===== src/game_pkg.sv =====
package game_pkg;

	// ==========================================================================
	// round state.
	// ==========================================================================
	typedef enum logic {
		armed     = 1'b0, // waiting for a press.
		countdown = 1'b1  // winner shown, HEX0 counting.
	} round_state_e;

	// ==========================================================================
	// players.
	// A is on GPIO_1[0], B on KEY[2].
	// ==========================================================================
	typedef enum logic {
		player_a = 1'b0,
		player_b = 1'b1
	} player_e;

	// countdown starts here on every win.
	parameter logic [2:0] count_start = 3'd5;

endpackage


===== src/display_pkg.sv =====
package display_pkg;

	// ==========================================================================
	// seven-segment codes.
	// active low, bit 6 is segment g, bit 0 is segment a.
	// ==========================================================================
	parameter logic [6:0] seg_zero  = 7'b1000000;
	parameter logic [6:0] seg_one   = 7'b1111001;
	parameter logic [6:0] seg_two   = 7'b0100100;
	parameter logic [6:0] seg_three = 7'b0110000;
	parameter logic [6:0] seg_four  = 7'b0011001;
	parameter logic [6:0] seg_five  = 7'b0010010;
	parameter logic [6:0] seg_six   = 7'b0000010;
	parameter logic [6:0] seg_seven = 7'b1111000;
	parameter logic [6:0] seg_eight = 7'b0000000;
	parameter logic [6:0] seg_nine  = 7'b0010000;

	parameter logic [6:0] seg_dark  = 7'b1111111; // all segments off.

	// ==========================================================================
	// pixel colour word.
	// one 24-bit value, or red/green/blue bytes.
	// ==========================================================================
	typedef union packed {
		logic [23:0] raw; // whole word, as the constants are written.
		struct packed {
			logic [7:0] red;   // top byte.
			logic [7:0] green;
			logic [7:0] blue;  // bottom byte.
		} ch;
	} pixel_colour_u;

	// fill colours.
	parameter pixel_colour_u colour_idle     = 24'hff_ff_ff; // white, armed.
	parameter pixel_colour_u colour_player_a = 24'hff_00_00; // red.
	parameter pixel_colour_u colour_player_b = 24'h00_00_ff; // blue.

endpackage

===== src/party_box.sv =====
`timescale 1ns/1ns

module party_box #(
	parameter int width            = 640,
	parameter int height           = 480,
	parameter int ticks_per_second = 50_000_000
) (
	input  logic        CLOCK_50,
	input  logic        rst_n,
	input  logic [3:0]  KEY,
	input  logic [35:0] GPIO_1,
	output logic [6:0]  HEX0,
	output logic [6:0]  HEX1,
	output logic [6:0]  HEX2,
	output logic [6:0]  HEX3,
	output logic [6:0]  HEX4,
	output logic [6:0]  HEX5,
	output logic [9:0]  LEDR,
	output logic [7:0]  VGA_R,
	output logic [7:0]  VGA_G,
	output logic [7:0]  VGA_B,
	output logic        VGA_BLANK_N,
	output logic        VGA_CLK,
	output logic        VGA_HS,
	output logic        VGA_SYNC_N,
	output logic        VGA_VS
);
	import display_pkg::*;
	import game_pkg::*;

	logic          win;
	player_e       winner;
	round_state_e  state;
	logic [2:0]    count_digit;
	pixel_colour_u colour; // whole screen is this colour.

	// ==========================================================================
	// game logic.
	// ==========================================================================
	round_controller #(.ticks_per_second(ticks_per_second)) ctrl0 (
		.CLOCK_50, .rst_n,
		.press_a_n(GPIO_1[0]), // player A button.
		.press_b_n(KEY[2]),    // player B button.
		.win, .winner, .state, .count_digit, .colour,
		.leds(LEDR)
	);

	scoreboard score0 (
		.CLOCK_50, .rst_n, .win, .winner, .state, .count_digit,
		.hex_count(HEX0), .hex_winner(HEX1),
		.hex_score_a(HEX5), .hex_score_b(HEX4)
	);

	assign HEX2 = seg_dark; // spare digits off.
	assign HEX3 = seg_dark;

	// ==========================================================================
	// video. every pixel gets the round colour.
	// ==========================================================================
	video_driver #(.width(width), .height(height)) video0 (
		.CLOCK_50, .rst_n,
		.red(colour.ch.red), .green(colour.ch.green), .blue(colour.ch.blue),
		.x(), .y(), // full-screen fill, coordinates not needed.
		.VGA_R, .VGA_G, .VGA_B, .VGA_BLANK_N,
		.VGA_CLK, .VGA_HS, .VGA_SYNC_N, .VGA_VS
	);

endmodule


===== src/scoreboard.sv =====
`timescale 1ns/1ns

module scoreboard (
	input  logic                   CLOCK_50,
	input  logic                   rst_n,
	input  logic                   win,
	input  game_pkg::player_e      winner,
	input  game_pkg::round_state_e state,
	input  logic [2:0]             count_digit,
	output logic [6:0]             hex_count,
	output logic [6:0]             hex_winner,
	output logic [6:0]             hex_score_a,
	output logic [6:0]             hex_score_b
);
	import display_pkg::*;
	import game_pkg::*;

	logic [3:0] score_a; // decimal, 0..9.
	logic [3:0] score_b;

	// digit to active-low segments.
	function automatic logic [6:0] seg_code(input logic [3:0] value);
		logic [6:0] code;
		case (value)
			4'd0:    code = seg_zero;
			4'd1:    code = seg_one;
			4'd2:    code = seg_two;
			4'd3:    code = seg_three;
			4'd4:    code = seg_four;
			4'd5:    code = seg_five;
			4'd6:    code = seg_six;
			4'd7:    code = seg_seven;
			4'd8:    code = seg_eight;
			4'd9:    code = seg_nine;
			default: code = seg_dark; // not a digit.
		endcase
		return code;
	endfunction

	// next score, nine wraps to zero.
	function automatic logic [3:0] bump(input logic [3:0] score);
		return (score == 4'd9) ? 4'd0 : score + 4'd1;
	endfunction

	// ==========================================================================
	// win counters.
	// ==========================================================================
	always_ff @(posedge CLOCK_50 or negedge rst_n) begin
		if (!rst_n) begin
			score_a <= '0;
			score_b <= '0;
		end else if (win) begin
			if (winner == player_a) begin
				score_a <= bump(score_a);
			end else begin
				score_b <= bump(score_b);
			end
		end
	end

	// ==========================================================================
	// segment registers. one cycle behind their inputs.
	// ==========================================================================
	always_ff @(posedge CLOCK_50 or negedge rst_n) begin
		if (!rst_n) begin
			hex_count   <= seg_zero;
			hex_winner  <= seg_zero;
			hex_score_a <= seg_zero;
			hex_score_b <= seg_zero;
		end else begin
			hex_count   <= seg_code({1'b0, count_digit});
			hex_score_a <= seg_code(score_a);
			hex_score_b <= seg_code(score_b);
			if (state == countdown) begin
				hex_winner <= (winner == player_a) ? seg_one : seg_two; // player number.
			end else begin
				hex_winner <= seg_zero; // nobody yet.
			end
		end
	end

endmodule


===== src/round_controller.sv =====
`timescale 1ns/1ns

module round_controller #(
	parameter int ticks_per_second = 50_000_000
) (
	input  logic                       CLOCK_50,
	input  logic                       rst_n,
	input  logic                       press_a_n,
	input  logic                       press_b_n,
	output logic                       win,
	output game_pkg::player_e          winner,
	output game_pkg::round_state_e     state,
	output logic [2:0]                 count_digit,
	output display_pkg::pixel_colour_u colour,
	output logic [9:0]                 leds
);
	import game_pkg::*;
	import display_pkg::*;

	// tick counter sized to the rate.
	localparam int tick_w = (ticks_per_second > 1) ? $clog2(ticks_per_second) : 1;
	localparam logic [tick_w-1:0] tick_last = tick_w'(ticks_per_second - 1);

	localparam logic [9:0] leds_a = 10'b11111_00000; // left half.
	localparam logic [9:0] leds_b = 10'b00000_11111; // right half.

	logic [1:0]        sync_a;     // [1] is the safe copy.
	logic [1:0]        sync_b;
	logic              seen_a;
	logic              seen_b;
	logic [tick_w-1:0] tick_count;
	logic              tick_done;

	// ==========================================================================
	// button synchronizers. inverted so 1 means pressed.
	// ==========================================================================
	always_ff @(posedge CLOCK_50 or negedge rst_n) begin
		if (!rst_n) begin
			sync_a <= '0;
			sync_b <= '0;
		end else begin
			sync_a <= {sync_a[0], ~press_a_n};
			sync_b <= {sync_b[0], ~press_b_n};
		end
	end

	assign seen_a    = sync_a[1];
	assign seen_b    = sync_b[1];
	assign tick_done = (tick_count == tick_last); // one second gone.

	// ==========================================================================
	// round FSM.
	// armed takes the first press, countdown runs 5..0 then re-arms.
	// ==========================================================================
	always_ff @(posedge CLOCK_50 or negedge rst_n) begin
		if (!rst_n) begin
			state       <= armed;
			win         <= 1'b0;
			winner      <= player_a;
			count_digit <= '0;
			tick_count  <= '0;
			colour      <= colour_idle;
			leds        <= '0;
		end else begin
			win <= 1'b0; // pulse by default.
			case (state)
				armed: begin
					if (seen_a || seen_b) begin
						win         <= 1'b1;
						state       <= countdown;
						count_digit <= count_start;
						tick_count  <= '0; // full second for the first step.
						if (seen_a) begin
							winner <= player_a; // A also takes a tie.
							colour <= colour_player_a;
							leds   <= leds_a;
						end else begin
							winner <= player_b;
							colour <= colour_player_b;
							leds   <= leds_b;
						end
					end
				end
				countdown: begin
					// presses ignored here.
					if (tick_done) begin
						tick_count <= '0;
						if (count_digit == 3'd0) begin
							state  <= armed; // zero held a full tick.
							colour <= colour_idle;
							leds   <= '0;
						end else begin
							count_digit <= count_digit - 3'd1;
						end
					end else begin
						tick_count <= tick_count + 1'b1;
					end
				end
				default: begin
					state <= armed;
				end
			endcase
		end
	end

endmodule


===== src/video_driver.sv =====
`timescale 1ns/1ns

module video_driver #(
	parameter int width  = 640,
	parameter int height = 480
) (
	input  logic       CLOCK_50,
	input  logic       rst_n,
	input  logic [7:0] red,
	input  logic [7:0] green,
	input  logic [7:0] blue,
	output logic [9:0] x,
	output logic [8:0] y,
	output logic [7:0] VGA_R,
	output logic [7:0] VGA_G,
	output logic [7:0] VGA_B,
	output logic       VGA_BLANK_N,
	output logic       VGA_CLK,
	output logic       VGA_HS,
	output logic       VGA_SYNC_N,
	output logic       VGA_VS
);

	// ==========================================================================
	// 640x480 at 60 Hz layout, in pixel clocks and lines.
	// ==========================================================================
	localparam int h_front = 16;
	localparam int h_sync  = 96;
	localparam int h_back  = 48;
	localparam int h_total = width + h_front + h_sync + h_back; // 800 at 640.

	localparam int v_front = 10;
	localparam int v_sync  = 2;
	localparam int v_back  = 33;
	localparam int v_total = height + v_front + v_sync + v_back; // 525 at 480.

	logic [9:0] h_count; // pixel within line.
	logic [9:0] v_count; // line within frame.
	logic       pix_en;
	logic       visible;
	logic       hs_next;
	logic       vs_next;

	// 25 MHz pixel clock, half of CLOCK_50.
	always_ff @(posedge CLOCK_50 or negedge rst_n) begin
		if (!rst_n) begin
			VGA_CLK <= 1'b0;
		end else begin
			VGA_CLK <= ~VGA_CLK;
		end
	end

	assign pix_en = VGA_CLK; // one counter step per two CLOCK_50 cycles.

	// raster counters.
	always_ff @(posedge CLOCK_50 or negedge rst_n) begin
		if (!rst_n) begin
			h_count <= '0;
			v_count <= '0;
		end else if (pix_en) begin
			if (h_count == 10'(h_total - 1)) begin
				h_count <= '0; // end of line.
				if (v_count == 10'(v_total - 1)) begin
					v_count <= '0; // end of frame.
				end else begin
					v_count <= v_count + 10'd1;
				end
			end else begin
				h_count <= h_count + 10'd1;
			end
		end
	end

	// decode counters.
	assign visible = (h_count < 10'(width)) && (v_count < 10'(height));
	assign hs_next = !((h_count >= 10'(width + h_front)) &&
		(h_count < 10'(width + h_front + h_sync))); // sync pulse low.
	assign vs_next = !((v_count >= 10'(height + v_front)) &&
		(v_count < 10'(height + v_front + v_sync)));

	// ==========================================================================
	// registered pins. sync, blank and colour move together.
	// ==========================================================================
	always_ff @(posedge CLOCK_50 or negedge rst_n) begin
		if (!rst_n) begin
			VGA_HS      <= 1'b1;
			VGA_VS      <= 1'b1;
			VGA_BLANK_N <= 1'b0;
			VGA_R       <= '0;
			VGA_G       <= '0;
			VGA_B       <= '0;
		end else begin
			VGA_HS      <= hs_next;
			VGA_VS      <= vs_next;
			VGA_BLANK_N <= visible;
			VGA_R       <= visible ? red : 8'd0;   // black in porch and sync.
			VGA_G       <= visible ? green : 8'd0;
			VGA_B       <= visible ? blue : 8'd0;
		end
	end

	assign x          = h_count;      // meaningful only while visible.
	assign y          = v_count[8:0];
	assign VGA_SYNC_N = 1'b0;         // no sync on green.

endmodule


===== config.mk =====
export PLATFORM = sky130hd
export DESIGN_NAME = party_box
export DESIGN_NICKNAME = d
export VERILOG_FILES = /design/src/game_pkg.sv /design/src/display_pkg.sv /design/src/party_box.sv /design/src/scoreboard.sv /design/src/round_controller.sv /design/src/video_driver.sv
export SDC_FILE = /design/constraint.sdc
export NUM_CORES = 1
export LEC_CHECK = 0
export BUFFER_PORTS_ARGS = -buffer_cell sky130_fd_sc_hd__buf_2
export CORE_ASPECT_RATIO = 0.7
export CORE_MARGIN = 5
export CORE_UTILIZATION = 54
export CTS_CLUSTER_DIAMETER = 30
export CTS_CLUSTER_SIZE = 25
export DETAILED_ROUTE_END_ITERATION = 8
export PLACE_DENSITY_LB_ADDON = 0.08
export SYNTH_ARGS = -nofsm -noshare
export SYNTH_HDL_FRONTEND = slang
export SYNTH_SLANG_ARGS = --single-unit

===== constraint.sdc =====
create_clock -name CLOCK_50 -period 2.6 [get_ports CLOCK_50]
set_input_delay 0.13 -clock CLOCK_50 [delete_from_list [all_inputs] [get_ports CLOCK_50]]
set_output_delay 0.13 -clock CLOCK_50 [all_outputs]
set_load 0.005 [all_outputs]

==> results.yml, run 1 <==
timing:
  hold_viol: 0
  maxSlewViolCount: 0
  fin_crit_sh_pct: 81.9
  skew_ps: 10.5
  fin_hold_ws_ps: 340
  setup_violations: 0
  fmax_mhz: 470
  rsz0062_at_grt: "false"
  worst_pin_slew_ps: 620
  setup-tns-final_ps: 0
  slew_headroom_pct: 58.6
  fin_crit_ps: 2130
min_path:
  holdCritPathClass: "in2async"
power_and_ir_drop:
  p_comb_share_pct: 10.9
  switching_share_pct: 24.6
  p_int_uw: 2650
  power_per_cell_area_nw_per_um2: 612
  pwr-share-clk_pct: 38.5
  fin_total_pwr_uw: 3520
  sequentialPowerShare_pct: 50.6
  ir_worst_vdd_mv: 0.361
  p_sw_uw: 865
  leakage_uw: 0.00273
clock_network:
  cts_tree: "built"
  cts_max_path_buffers: 2
  root_buffer: "clkbuf_16"
  clkLatencyLatePin_ps: 340
  cts_resized: 0
  path_clk_slew_ps: 70
  cts_inserted_buffers: 9
  h-tree-depth: 3
  clkSinkCount: 101
critical_path:
  cp_max_fo: 8
  required_ps: 2870
  crit_type: "reg2reg"
  arrival_ps: 2400
  cp-start-kind: "flip-flop"
  cp_cell_sequence: "ha_1, nand4_1, or3_1, or4_1, nand2_1"
  r2r_setup_slack_ps: 470
  critPathMaxStageDelay_ps: 570
  reg2reg_depth: 5
  worst_setup_path_end_kind: "flip-flop"
  slowest_stage: "or3_1"
finish:
  regArea_um2: 2540
  areaGrowthSynthToFinish_pct: 10.2
  n_antenna_cell: 0
  finalInstanceArea_um2: 5750
  multi_input_area_um2: 2190
  fillCellCount: 841
  nNetsFinal: 648
  layout-drive-gt1-share_pct: 19.5
place:
  placement.io_buffers: 68
  dp_hpwl_mm: 7.04
  placed_area_um2: 5410
  routabilityCongestion: 0.842
die:
  pin_count: 123
  rows: 30
  die_x_um: 127
  dieArea_um2: 11800
  fp.dieH_um: 92.2
  start_util_pct: 54.5
  core_um2: 9570
logic_synthesis:
  synth_xor_area_share_pct: 1.51
  synth.distinct_cells: 51
  yosysMostFrequentCell: "dfrtp_1"
  synth_area_um2: 5210
  netlist_top_cells_area: "dfrtp_1, buf_4, nand2_1"
  synth_mux_area_share_pct: 1.42
  synthArstFlopShare_pct: 100
  syn_area_per_cell_um2: 9.55
  synthAdderAreaFrac_pct: 4.80
  netlist_instances: 546
  synth_seq_cells: 101
  synth_edf_count: 0
  synth_area_leader_cell: "dfrtp_1"
  synth_seq_area_share_pct: 48.7
  synth_common_cells: "dfrtp_1, nand2_1, buf_4, o21ai_0, nor2_1"
  synth_top_family_by_area: "simple AND/OR/NAND/NOR gates"
  synth_flop_cell: "dfrtp_1"
  synth-simple-area-share_pct: 19.2
  synth-compound-area-share_pct: 13.9
  synth.top_cell.area_share_pct: 44.2
  yosysWarningCount: 0
detailed_routing:
  final_antenna_net_count: 0
  drtIter0Drc: 218
  wirelength_mm: 10.0
  drc: 0
  vias: 3893
  first_pass_iters: 4
  routed_via_density: 5.41
  wl_per_cell_um: 13.9
run:
  maxCapViolCount: 0
global_route:
  gr-usage-all-layers_pct: 17.8
  grt_busiest_layer: "met2"
  grt_pass1_vias: 3626
  grt_max_degree: 58
  grt_use_met2_pct: 27.7
  grt_overflow: 0
  grt_pass1_wl_mm: 17.1
  use_met3_pct: 5.01
  antenna_found_initial: 0
  grt_use_met1_pct: 24.9
outcome:
  status: "complete, no violations"
## metal layers
layer / vias up / share of wire (%)
met5: - / 0
met4: 0 / 0.55
met3: 6 / 6.2
met2: 99 / 44
met1: 1876 / 50
li1: 1912 / -
## final timing paths
path                                 start           endpoint
setup / recovery               video0.x[0]  video0.v_count[6]
setup reg to reg               video0.x[0]  video0.v_count[6]
hold reg to reg            ctrl0.sync_a[0]    ctrl0.sync_a[1]
min in group CLOCK_50      ctrl0.sync_a[0]    ctrl0.sync_a[1]
max in group asynchronous            rst_n   ctrl0.colour[22]
hold / removal                       rst_n        video0.x[7]
## worst max-delay path: cells and delay by family, from the launching register on
family | cells | cell delay, ps
simple gates | 4 | 1430
flops | 1 | 420
fa+ha+maj | 1 | 210
## cell type report
class                   instances  share of cell area, %
multi-input cells             368                   38.1
inverters                      25                   1.63
flip-flops and latches        101                   44.2
repair buffers                 81                   8.01
well taps                     128                   2.79
clock buffers                  12                   4.46
clock inverters                 4                  0.827
## through the flow
stage / worst slack (ps) / utilization [%] / instances
floorplan: 590 / - / 560
global route: 224 / 60.0 / 719
CTS: 459 / 60.0 / 719
global placement: 506 / 56.5 / 700
detailed placement: 491 / 56.5 / 700
finish: 471 / 60.0 / 719
## power groups by stage
stage / registers, uW / clock network (uW) / logic [uW]
2_1_floorplan: 1790 / 0 / 303
3_3_place_gp: 1800 / 0 / 378
3_5_place_dp: 1800 / 0 / 388
4_1_cts: 1780 / 1390 / 392
5_1_grt: 1800 / 1460 / 440
6_report: 1780 / 1360 / 385
## kinds of logic after synthesis
family / count (synthesis)
flip-flops: 101
multiplexers: 7
other: 2
AND/OR/NAND/NOR: 197
adder cells (fa/ha/maj): 20
buffers and inverters: 91
AO/OA/AOI/OAI: 119
XOR/XNOR: 9
## flip-flops by register name, indices dropped and copies added, names as in the netlist, 2 cells and up
register / cells
ctrl0.tick_count: 26
video0.v_count: 10
video0.x: 10
score0.hex_count: 7
score0.hex_score_a: 7
score0.hex_score_b: 7
score0.hex_winner: 4
score0.score_a: 4
score0.score_b: 4
ctrl0.colour: 3
ctrl0.count_digit: 3
ctrl0.leds: 2
ctrl0.sync_a: 2
ctrl0.sync_b: 2
## timing repair
item                                    CTS  global route
setup buffers                             0             0
hold endpoints to repair                 43             0
endpoints found under the setup margin    0             0
hold buffers                              3             0
## cells in the final DEF (no fill, tap or decap), types with 3 or more instances in the layout
cell type       n
nor2b_1         7
buf_4          10
o211ai_1        4
nand2_1        69
nand3_1        22
nor3_1         11
and3_1          5
a21oi_1        23
o21ai_0        46
ha_1           20
inv_1          25
and2_1          5
or4_1           5
o31ai_1         4
mux2i_1         4
dlygate4sd3_1   3
clkbuf_16       9
or2_2           3
a22o_1          4
dfrtp_1        92
buf_2          67
xor2_1          3
and4_1          3
mux2_2          3
nor2_1         38
nand2b_1        4
conb_1         16
a31oi_1        22
xnor2_1         6
dfstp_2         9
a41oi_1         3
a21o_1          5
nand4_1        11
No activity file was read; power rests on OpenSTA's default activity.
==> run 2: changes to the inputs <==
clock period = 2.05 ns   (was 2.6 ns; I/O delays follow)
==> run 2 against run 1 <==
Compared with the run above: the run now ends with negative setup slack left; first-iteration DRC count rose by 29%; clock-buffer cell count is 1 higher; sequential share of layout area down 2.0 points; critical path depth did not move; wire length increased by 4.1%; global-route usage grew 0.28 points; largest cell class unchanged; final cell count rose by 4.0%; core utilization increased by 2.8 points; largest power group unchanged; sequential power up 26%; via count rose by 2.1%; combinational power is 34% higher; die area unchanged.
==> results.yml, run 2 (same netlist as run 1, synthesis figures left out) <==
timing:
  setup_violations: 1
  fin_hold_ws_ps: 194
  skew_ps: 9.16
  timing.final.ws_setup_ps: -14.5
  slew_headroom_pct: 62.7
  fin_crit_ps: 2060
  maxSlewViolCount: 0
  rsz0062_at_grt: "true"
  fin_crit_sh_pct: 101
  setup-tns-final_ps: -14.5
  hold_viol: 0
  worst_pin_slew_ps: 559
  fmax_mhz: 484
place:
  dp_hpwl_mm: 7.41
  routabilityCongestion: 0.852
  placement.io_buffers: 68
  dp_slack_ps: 51.6
critical_path:
  cp.depth: 5
  slowest_stage: "o41a_1"
  cp_max_fo: 4
  reg2reg_to: "ctrl0.count_digit[0]"
  crit_type: "reg2reg"
  r2r_setup_slack_ps: -10
  reg2reg_depth: 5
  cp_cell_sequence: "nor4bb_1, nand4b_1, o41a_1, nor2_1, mux2_2"
  worst_setup_path_end_kind: "flip-flop"
  arrival_ps: 2290
  cp-start-kind: "flip-flop"
  critPathMaxStageDelay_ps: 530
  critPathBufInv: 0
  r2r-start: "ctrl0.tick_count[11]"
  cp_top_family: "simple AND/OR/NAND/NOR gates"
  required_ps: 2280
power_and_ir_drop:
  switching_share_pct: 24.2
  ir_worst_vdd_mv: 0.452
  p_sw_uw: 1090
  leakage_uw: 0.00290
  p_comb_share_pct: 11.4
  sequentialPowerShare_pct: 49.9
  pwr-share-clk_pct: 38.7
  power_per_cell_area_nw_per_um2: 750
  p_int_uw: 3420
min_path:
  holdCritPathClass: "in2async"
run:
  maxCapViolCount: 0
finish:
  largest_reg_flops: 26
  final_cell_mix: "dfrtp_1, nand2_1, buf_2"
  layout-drive-gt1-share_pct: 24.4
  areaGrowthSynthToFinish_pct: 15.4
  final_common_cell: "dfrtp_1"
  n_antenna_cell: 0
  nNetsFinal: 677
  largest-register: "ctrl0.tick_count"
die:
  fp.dieH_um: 92.2
  rows: 30
  dieArea_um2: 11800
  die_x_um: 127
  start_util_pct: 54.5
  core_um2: 9570
  pin_count: 123
clock_network:
  root_buffer: "clkbuf_16"
  path_clk_slew_ps: 70
  h-tree-depth: 3
  clkSinkCount: 101
  cts_tree: "built"
  cts_inserted_buffers: 9
  cts_max_path_buffers: 2
  clkLatencyLatePin_ps: 340
detailed_routing:
  drc: 0
  final_antenna_net_count: 0
  wirelength_mm: 10.4
  vias: 3973
  wl_per_cell_um: 13.9
  routed_via_density: 5.31
  drtIter0Drc: 281
  first_pass_iters: 6
global_route:
  grt_max_degree: 62
  antenna_found_initial: 0
  gr-usage-all-layers_pct: 18.1
  grt_overflow: 0
  grt_pass1_vias: 3598
  grt_pass1_wl_mm: 17.3
outcome:
  violations: "negative setup slack"
  status: "complete, but fails checks"
## run 2: cell type report
cell class / count / area, um2
fillers: 799 / 3550
flip-flops and latches: 101 / 2540
multi-input cells: 368 / 2220
repair buffers: 110 / 689
clock buffers: 13 / 270
well taps: 128 / 160
inverters: 25 / 93.8
clock inverters: 3 / 42.5
## run 2: through the flow
step	power [uW]	cells	instance area, um2	util [%]
6_report	4520	748	6020	62.9
5_1_grt	4740	748	6020	62.9
3_5_place_dp	2800	726	5610	58.6
4_1_cts	4570	745	5950	62.2
3_3_place_gp	2790	726	5610	58.6
2_1_floorplan	2660	560	5270	-
## run 2: worst max-delay path by stage
stage / from / endpoint / slack [ps]
after floorplan: ctrl0.tick_count[18] / ctrl0.count_digit[1] / 40
after detailed placement: ctrl0.tick_count[1] / ctrl0.count_digit[2] / 50
after global placement: video0.x[7] / video0.v_count[6] / 80
after global routing: ctrl0.tick_count[11] / ctrl0.tick_count[14] / -90
after CTS: ctrl0.tick_count[1] / ctrl0.count_digit[2] / 30
final: ctrl0.tick_count[11] / ctrl0.count_digit[0] / -10
## run 2: power by group through the flow
stage | logic [uW] | registers, uW | clock network [uW]
floorplan | 384 | 2270 | 0
global placement | 506 | 2280 | 0
detailed placement | 516 | 2290 | 0
CTS | 522 | 2250 | 1790
global route | 583 | 2270 | 1880
finish | 516 | 2250 | 1750
## run 2: what timing repair did
action / 4_1_cts / 5_1_grt
buffers inserted: 0 / 3
setup endpoints to repair: 0 / 18
gates resized for setup: 0 / 14
hold buffers: 3 / 0
endpoints found under the hold margin: 21 / 0
## run 2: layer usage
layer	vias up	routed length, um	GRT usage [%]
met2	110	4650	26.4
met4	0	55	4.73
met5	-	0	0
met3	5	678	5.18
li1	1975	-	-
met1	1883	5040	26.5
